File: src/logic/zx_mem_pkg.sv
// ==================================================
// Memory map of the 128K / +3 machines
// ==================================================

package zx_mem_pkg;

	// Machine model, latched while reset is high
	typedef enum logic [1:0] {
		MODEL_128K  = 2'd0,
		MODEL_48K   = 2'd1,
		MODEL_PLUS3 = 2'd2
	} model_t;

	// Bus and RAM address widths
	localparam int CPU_ADDR_W = 16;
	localparam int RAM_ADDR_W = 25;

	// 16 KiB banks, RAM address is bank * 16384 + offset
	localparam int BANK_OFS_W = 14;
	localparam int BANK_W     = 7;

	// ==================================================
	// Physical bank layout
	// ==================================================

	// ROM page 0 sits here, higher pages follow
	localparam int ROM_BANK_BASE = 80;

	// Banks fixed in the middle two regions
	localparam int FIXED_BANK_1 = 5;
	localparam int FIXED_BANK_2 = 2;

endpackage

File: src/logic/zx_io_pkg.sv
// ==================================================
// I/O ports and CPU data path
// ==================================================

package zx_io_pkg;

	// CPU data bus
	localparam int DATA_W = 8;

	// One keyboard half-row, active low
	localparam int KEY_W = 5;

	// Kempston fire and direction bits
	localparam int JOY_W = 6;

	// Kempston decodes on the low six address bits only
	localparam logic [5:0] KEMPSTON_PORT = 6'h1F;

	// Pulled-up bus when nothing drives it
	localparam logic [DATA_W-1:0] FLOAT_BYTE = 8'hFF;

endpackage

File: src/logic/io_decode.sv
`timescale 1ns/1ps

// ==================================================
// I/O write detect and port decode
// ==================================================

module io_decode
	import zx_mem_pkg::*;
(
	input  logic                  clk_sys,
	input  logic                  reset,
	input  logic [CPU_ADDR_W-1:0] addr,
	input  logic                  iorq_n,
	input  logic                  wr_n,
	input  logic                  m1_n,
	input  logic                  page_lock,
	input  logic                  plus3,
	output logic                  page_wr,
	output logic                  plus3_wr,
	output logic                  ula_wr
);

	logic io_wr;
	logic io_wr_q;
	logic sel_7ffd;
	logic sel_1ffd;
	logic sel_fe;

	// IORQ together with M1 is an interrupt acknowledge
	assign io_wr = ~iorq_n & ~wr_n & m1_n;

	// Partial decode as on the real boards
	assign sel_7ffd = ~addr[15] & ~addr[1] & (addr[14] | ~plus3) & ~page_lock;
	assign sel_1ffd = ~addr[15] & ~addr[14] & ~addr[13] & addr[12] & ~addr[1]
		& plus3 & ~page_lock;
	assign sel_fe   = ~addr[0] | sel_7ffd;

	// One pulse per write, however long the strobes stay low
	always_ff @(posedge clk_sys) begin
		if (reset) begin
			io_wr_q  <= 1'b0;
			page_wr  <= 1'b0;
			plus3_wr <= 1'b0;
			ula_wr   <= 1'b0;
		end else begin
			io_wr_q  <= io_wr;
			page_wr  <= io_wr & ~io_wr_q & sel_7ffd;
			plus3_wr <= io_wr & ~io_wr_q & sel_1ffd;
			ula_wr   <= io_wr & ~io_wr_q & sel_fe;
		end
	end

	// 1FFD only exists on a +3
	assert property (@(posedge clk_sys) disable iff (reset) plus3_wr |-> plus3)
		else $error("plus3_wr pulsed while the model is not +3");

endmodule

File: src/logic/paging_regs.sv
`timescale 1ns/1ps

// ==================================================
// Model latch and the 7FFD / 1FFD paging registers
// ==================================================

module paging_regs
	import zx_mem_pkg::*;
	import zx_io_pkg::*;
(
	input  logic              clk_sys,
	input  logic              reset,
	input  model_t            model,
	input  logic [DATA_W-1:0] cpu_dout,
	input  logic              page_wr,
	input  logic              plus3_wr,
	output logic              page_lock,
	output logic              plus3,
	output logic              screen_page,
	output logic              special,
	output logic [1:0]        special_map,
	output logic [2:0]        ram_page,
	output logic [3:0]        rom_page
);

	model_t            model_q;
	logic [DATA_W-1:0] reg_7ffd;
	logic [DATA_W-1:0] reg_1ffd;

	// Model is sampled for the whole reset and frozen after it
	always_ff @(posedge clk_sys) begin
		if (reset) begin
			model_q  <= model;
			reg_7ffd <= '0;
			reg_1ffd <= '0;
		end else begin
			if (page_wr)
				reg_7ffd <= cpu_dout;
			if (plus3_wr)
				reg_1ffd <= cpu_dout;
		end
	end

	assign plus3     = (model_q == MODEL_PLUS3);
	// 48K has no paging at all, bit 5 locks until next reset
	assign page_lock = (model_q == MODEL_48K) | reg_7ffd[5];

	assign ram_page    = reg_7ffd[2:0];
	assign screen_page = reg_7ffd[3];
	assign special     = reg_1ffd[0];
	assign special_map = reg_1ffd[2:1];

	// +3 has four ROMs at pages 8..11, the others two at 6..7
	always_comb begin
		if (plus3)
			rom_page = {2'b10, reg_1ffd[2], reg_7ffd[4]};
		else
			rom_page = {3'b011, reg_7ffd[4] | (model_q == MODEL_48K)};
	end

	// Once locked, 7FFD holds its value
	assert property (@(posedge clk_sys) disable iff (reset) $past(page_lock) |-> $stable(reg_7ffd))
		else $error("7FFD changed while locked");

endmodule

File: src/logic/mem_map.sv
`timescale 1ns/1ps

// ==================================================
// CPU address to physical RAM address
// ==================================================

module mem_map
	import zx_mem_pkg::*;
(
	input  logic [CPU_ADDR_W-1:0] addr,
	input  logic                  mreq_n,
	input  logic                  rd_n,
	input  logic                  wr_n,
	input  logic [2:0]            ram_page,
	input  logic [3:0]            rom_page,
	input  logic                  special,
	input  logic [1:0]            special_map,
	output logic [RAM_ADDR_W-1:0] ram_addr,
	output logic                  ram_rd,
	output logic                  ram_we
);

	logic [1:0]        region;
	logic [BANK_W-1:0] bank;
	logic              rom_sel;

	assign region  = addr[CPU_ADDR_W-1:CPU_ADDR_W-2];
	assign rom_sel = ~special & (region == 2'd0);

	always_comb begin
		if (!special) begin
			case (region)
				2'd0:    bank = BANK_W'(ROM_BANK_BASE) + BANK_W'(rom_page);
				2'd1:    bank = BANK_W'(FIXED_BANK_1);
				2'd2:    bank = BANK_W'(FIXED_BANK_2);
				default: bank = BANK_W'(ram_page);
			endcase
		end else begin
			// All-RAM maps of the +3
			case (special_map)
				2'd0:    bank = BANK_W'(region);
				2'd1:    bank = BANK_W'(region) + BANK_W'(4);
				2'd2:    bank = (region == 2'd3) ? BANK_W'(3) : BANK_W'(region) + BANK_W'(4);
				default: begin
					case (region)
						2'd0:    bank = BANK_W'(4);
						2'd1:    bank = BANK_W'(7);
						2'd2:    bank = BANK_W'(6);
						default: bank = BANK_W'(3);
					endcase
				end
			endcase
		end
	end

	assign ram_addr = RAM_ADDR_W'({bank, addr[BANK_OFS_W-1:0]});
	assign ram_rd   = ~mreq_n & ~rd_n;
	// ROM region drops writes
	assign ram_we   = ~mreq_n & ~wr_n & ~rom_sel;

	always_comb begin
		assert (!ram_we || (ram_addr[RAM_ADDR_W-1:BANK_OFS_W] < ROM_BANK_BASE))
			else $error("RAM write strobe on a ROM bank");
	end

endmodule

File: src/logic/ula_port.sv
`timescale 1ns/1ps

// ULA output latch, port FE
module ula_port
	import zx_io_pkg::*;
(
	input  logic              clk_sys,
	input  logic              reset,
	input  logic [DATA_W-1:0] cpu_dout,
	input  logic              ula_wr,
	output logic [2:0]        border_color,
	output logic              ear_out,
	output logic              mic_out
);

	always_ff @(posedge clk_sys) begin
		if (reset) begin
			border_color <= 3'd0;
			ear_out      <= 1'b0;
			mic_out      <= 1'b0;
		end else if (ula_wr) begin
			border_color <= cpu_dout[2:0];
			// Bit 4 speaker, bit 3 tape out
			ear_out      <= cpu_dout[4];
			mic_out      <= cpu_dout[3];
		end
	end

endmodule

File: src/logic/bus_read_mux.sv
`timescale 1ns/1ps

// ==================================================
// Read data returned to the CPU
// ==================================================

module bus_read_mux
	import zx_mem_pkg::*;
	import zx_io_pkg::*;
(
	input  logic [CPU_ADDR_W-1:0] addr,
	input  logic                  mreq_n,
	input  logic                  iorq_n,
	input  logic                  rd_n,
	input  logic                  m1_n,
	input  logic [DATA_W-1:0]     ram_dout,
	input  logic [KEY_W-1:0]      key_data,
	input  logic [JOY_W-1:0]      joystick,
	input  logic                  ear_in,
	output logic [DATA_W-1:0]     cpu_din
);

	always_comb begin
		if (!mreq_n)
			cpu_din = ram_dout;
		// Interrupt acknowledge or no read in progress
		else if ((!m1_n && !iorq_n) || rd_n)
			cpu_din = FLOAT_BYTE;
		else if (addr[5:0] == KEMPSTON_PORT)
			cpu_din = DATA_W'(joystick);
		// Keyboard row with EAR in bit 6
		else if (!addr[0])
			cpu_din = {1'b1, ear_in, 1'b1, key_data};
		else
			cpu_din = FLOAT_BYTE;
	end

endmodule

File: src/logic/spectrum_mem_io.sv
`timescale 1ns/1ps

// ==================================================
// Paging and I/O port block of the 128K / +3
// ==================================================

module spectrum_mem_io
	import zx_mem_pkg::*;
	import zx_io_pkg::*;
(
	input  logic                  clk_sys,
	input  logic                  reset,
	input  model_t                model,
	input  logic [CPU_ADDR_W-1:0] addr,
	input  logic [DATA_W-1:0]     cpu_dout,
	input  logic                  mreq_n,
	input  logic                  iorq_n,
	input  logic                  rd_n,
	input  logic                  wr_n,
	input  logic                  m1_n,
	input  logic [DATA_W-1:0]     ram_dout,
	input  logic [KEY_W-1:0]      key_data,
	input  logic [JOY_W-1:0]      joystick,
	input  logic                  ear_in,
	output logic [RAM_ADDR_W-1:0] ram_addr,
	output logic                  ram_rd,
	output logic                  ram_we,
	output logic [DATA_W-1:0]     cpu_din,
	output logic                  screen_page,
	output logic [2:0]            border_color,
	output logic                  ear_out,
	output logic                  mic_out
);

	logic       page_wr;
	logic       plus3_wr;
	logic       ula_wr;
	logic       page_lock;
	logic       plus3;
	logic       special;
	logic [1:0] special_map;
	logic [2:0] ram_page;
	logic [3:0] rom_page;

	io_decode u_io_decode (
		.clk_sys  (clk_sys),
		.reset    (reset),
		.addr     (addr),
		.iorq_n   (iorq_n),
		.wr_n     (wr_n),
		.m1_n     (m1_n),
		.page_lock(page_lock),
		.plus3    (plus3),
		.page_wr  (page_wr),
		.plus3_wr (plus3_wr),
		.ula_wr   (ula_wr)
	);

	paging_regs u_paging_regs (
		.clk_sys    (clk_sys),
		.reset      (reset),
		.model      (model),
		.cpu_dout   (cpu_dout),
		.page_wr    (page_wr),
		.plus3_wr   (plus3_wr),
		.page_lock  (page_lock),
		.plus3      (plus3),
		.screen_page(screen_page),
		.special    (special),
		.special_map(special_map),
		.ram_page   (ram_page),
		.rom_page   (rom_page)
	);

	mem_map u_mem_map (
		.addr       (addr),
		.mreq_n     (mreq_n),
		.rd_n       (rd_n),
		.wr_n       (wr_n),
		.ram_page   (ram_page),
		.rom_page   (rom_page),
		.special    (special),
		.special_map(special_map),
		.ram_addr   (ram_addr),
		.ram_rd     (ram_rd),
		.ram_we     (ram_we)
	);

	ula_port u_ula_port (
		.clk_sys     (clk_sys),
		.reset       (reset),
		.cpu_dout    (cpu_dout),
		.ula_wr      (ula_wr),
		.border_color(border_color),
		.ear_out     (ear_out),
		.mic_out     (mic_out)
	);

	bus_read_mux u_bus_read_mux (
		.addr    (addr),
		.mreq_n  (mreq_n),
		.iorq_n  (iorq_n),
		.rd_n    (rd_n),
		.m1_n    (m1_n),
		.ram_dout(ram_dout),
		.key_data(key_data),
		.joystick(joystick),
		.ear_in  (ear_in),
		.cpu_din (cpu_din)
	);

endmodule

File: config.mk
export PLATFORM = sky130hd
export DESIGN_NAME = spectrum_mem_io
export DESIGN_NICKNAME = d
export VERILOG_FILES = /design/src/logic/zx_mem_pkg.sv /design/src/logic/zx_io_pkg.sv /design/src/logic/io_decode.sv /design/src/logic/paging_regs.sv /design/src/logic/mem_map.sv /design/src/logic/ula_port.sv /design/src/logic/bus_read_mux.sv /design/src/logic/spectrum_mem_io.sv
export SDC_FILE = /design/constraint.sdc
export NUM_CORES = 1
export LEC_CHECK = 0
export BUFFER_PORTS_ARGS = -buffer_cell sky130_fd_sc_hd__buf_2
export CAP_MARGIN = 5
export CELL_PAD_IN_SITES_DETAIL_PLACEMENT = 1
export CELL_PAD_IN_SITES_GLOBAL_PLACEMENT = 1
export CORE_MARGIN = 2
export CORE_UTILIZATION = 26
export DETAILED_ROUTE_END_ITERATION = 7
export GPL_TIMING_DRIVEN = 0
export PLACE_DENSITY = 0.89
export SETUP_SLACK_MARGIN = 0.5
export SYNTH_ARGS = -nofsm -noshare
export SYNTH_HDL_FRONTEND = slang
export SYNTH_SLANG_ARGS = --single-unit
File: constraint.sdc
create_clock -name clk_sys -period 1.1 [get_ports clk_sys]
set_input_delay 0.11 -clock clk_sys [delete_from_list [all_inputs] [get_ports clk_sys]]
set_output_delay 0.11 -clock clk_sys [all_outputs]
set_load 0.005 [all_outputs]
==> flow_summary_export.csv <==
group,metric,value,unit
outcome,status,"complete, but fails checks",
outcome,violations,"setup timing",
yosys,ys_top_cells_by_area,"dfxtp_1 (30%), buf_4 (14%), mux2i_1 (12%), nor2_1 (8.5%), edfxtp_1 (5.0%)",
yosys,synth_top_family_by_area,"simple AND/OR/NAND/NOR gates",
yosys,synth-simple-area-share,23.00,%
yosys,synth_xor_xnor_area_share,0,%
critical_path,rr_endpoint,"u_io_decode.ula_wr",
layout,nFillCells,526,
floorplan,core,4384,µm²
routing,drc,0,
layout,drive_above_1_share,65.96,%
sta,setup_viol,9,
critical_path,r2r_start,"u_paging_regs.model_q[1]",
critical_path,end_kind,"output pin",
clock_network,clkSinkCount,20,
yosys,synth_seq_cells,20,
clock_network,clockRootBuffer,"clkbuf_8",
floorplan,start_util,27.17,%
clock_network,hold_buffers,0,
yosys,syn_area,1191,µm²
routing,first_pass_iters,4,
routing,ant_nets,0,
yosys,synthArstFlopShare,0,%
global_routing,grt_pass1_vias,1397,
sta,setup_ws,-264.3,ps
sta,fmax,733.0,MHz
yosys,synth-edff-count,2,
critical_path,worstPathMaxFanout,3,
critical_path,critPathKind,"reg2out",
sta,rsz0062_at_grt,"yes",
critical_path,crit_start,"u_paging_regs.model_q[1]",
placement,hpwl,3.125,mm
yosys,synth_top_cell_area_share,30.25,%
hold_path,worstHoldStart,"model[1]",
routing,wire_per_inst,15.06,µm
critical_path,critPathRequiredTime,990,ps
yosys,yosysWarningCount,0,
placement,gp_congestion,0.7959,
yosys,yosys.area.top_type,"dfxtp_1",
routing,routed_via_density,4.641,
global_routing,antenna_found_initial,0,
floorplan,row_count,24,
yosys,synth_ff_type,"dfxtp_1",
floorplan,io_pins,94,
pwr,p_leak,0.9873,nW
clock_network,clock_latency,260,ps
yosys,synthAdderAreaFrac,0,%
hold_path,whs_path_depth,1,
global_routing,grt_use_total,16.86,%
routing,drtIter0Drc,52,
yosys,ys_seq_area_share,35.29,%
yosys,synth_compound_area_share,12.71,%
pwr,finalPower,0.001761,W
sta,period_minus_slack,1364,ps
critical_path,r2r_slack,-120,ps
clock_network,cts_tree,"built",
sta,hold_violations,0,
routing,wl,4.323,mm
sta,fin_skew,7.915,ps
pwr,power_density,814.0,nW/µm²
pwr,vdd_drop_max,0.3856,mV
layout,nets,289,
yosys,muxShareOfSynthArea,11.76,%
job,max-cap-violations,0,
global_routing,grt_max_degree,12,
yosys,synth_cell_types,34,
hold_path,min_path_type,"in2reg",
clock_network,h-tree-depth,1,
floorplan,die_area,5139,µm²
floorplan,die_y,71.69,µm
yosys,syn-instance-count,136,
yosys,synth_area_per_cell,8.758,µm²
yosys,ys_top_cells_by_count,"nor2_1 (27), buf_4 (22), dfxtp_1 (18), mux2i_1 (14), a21oi_1 (7)",
placement,port_buffers,77,
floorplan,die_w,71.69,µm
critical_path,start_kind,"register",
clock_network,clockBufferDepth,2,
layout,postLayoutCellArea,2163,µm²
yosys,synth_most_common_cell,"nor2_1",
clock_network,clk_pin_slew,70,ps
routing,num_vias,1332,
placement,dpl_cell_area,1782,µm²
clock_network,cts_buffers,3,
sta,finalCritPeriodShare,124.0,%
critical_path,crit_arrival,1250,ps
hold_path,holdPathEnd,"u_paging_regs.model_q[1]",
critical_path,reg2reg_depth,4,
global_routing,grt_pass1_wl,6.851,mm
global_routing,grt_overflow,0,
layout,area_growth,81.62,%
sta,finalMaxSlewViolations,0,
layout,antennaDiodeCount,0,
## cells by family (layout without fill, tap and decap cells)
kind of cell | Yosys count | count (layout)
simple gates | 47 | 47
buf+inv | 31 | 126
compound gates | 23 | 23
flops | 20 | 20
mux | 14 | 14
other cells | 1 | 5
## where the power goes
group	internal, W	switching (W)
Clock	0.000249	0.000245
Combinational	0.000299	0.000212
Sequential	0.000746	0.00000930
Total	0.00129	0.000467
## layer usage
layer | vias to the layer above | track usage (%) | part of all wire (%)
li1 | 649 | - | -
met1 | 625 | 19.53 | 38
met2 | 48 | 30.25 | 54
met3 | 10 | 2.813 | 5.2
met4 | 0 | 7.547 | 2.5
met5 | - | 0 | 0
## what timing repair did
item / in CTS / in global routing
cloned: 2 / 0
setup buffers: 9 / 3
gates resized for setup: 40 / 24
pin swaps: 13 / 9
setup endpoints to repair: 39 / 41
## layout make-up
cell class / count / area, µm² / share of cell area (%)
Multi-Input combinational cell: 89 / 726.9 / 33.60
Clock buffer: 3 / 41.29 / 1.909
Buffer: 28 / 245.2 / 11.34
Tap cell: 52 / 65.06 / 3.008
Sequential cell: 20 / 435.4 / 20.13
Inverter: 3 / 11.26 / 0.5205
Timing Repair Buffer: 91 / 634.4 / 29.32
Clock inverter: 1 / 3.754 / 0.1735
## stage by stage
step	utilization, %	hold slack, ps	cells	setup TNS [ps]	worst slack [ps]
CTS	46.75	24.02	284	-1664	-277.4
global route	49.34	21.15	287	-2392	-337.3
global placement	40.64	288.1	269	0	7.587
finish	49.34	32.54	287	-1768	-264.3
detailed placement	40.64	291.3	269	-21.47	-19.33
floorplan	-	182.4	140	0	135.8
## sequential cells by signal, indices dropped and copies added, names as in the netlist
register / flops
u_io_decode.io_wr_q: 1
u_io_decode.page_wr: 1
u_io_decode.plus3_wr: 1
u_io_decode.ula_wr: 1
u_paging_regs.model_q: 2
u_paging_regs.reg_1ffd: 3
u_paging_regs.reg_7ffd: 6
u_ula_port.border_color: 3
u_ula_port.ear_out: 1
u_ula_port.mic_out: 1
## worst max-delay path: stages (launching register included)
cell	delay (ps)
edfxtp_1	450
nor2b_4	160
o21bai_1	100
a22oi_1	150
buf_2	140
## placed cells by master (no fill, tap or decap), types with 2 or more instances in the layout
| cell type | n |
|---|---|
| a21oi_2 | 2 |
| clkbuf_8 | 4 |
| mux2i_1 | 13 |
| a21oi_1 | 5 |
| inv_1 | 3 |
| nand2b_4 | 2 |
| buf_6 | 17 |
| buf_2 | 63 |
| nor2_1 | 23 |
| buf_8 | 9 |
| conb_1 | 5 |
| dfxtp_1 | 8 |
| buf_4 | 26 |
| edfxtp_1 | 2 |
| dfxtp_2 | 9 |
| o32ai_2 | 5 |
| nand4_1 | 2 |
| o21ai_0 | 2 |
| nor2_4 | 3 |
## worst max-delay path by stage
stage | to | depth (start not counted)
2_1_floorplan | u_io_decode.ula_wr | 3
3_3_place_gp | ram_addr[16] | 3
3_5_place_dp | cpu_din[1] | 5
4_1_cts | ram_addr[14] | 4
5_1_grt | ram_addr[16] | 3
6_report | ram_addr[14] | 4
Note: power is estimated with default switching activity, not from simulation.
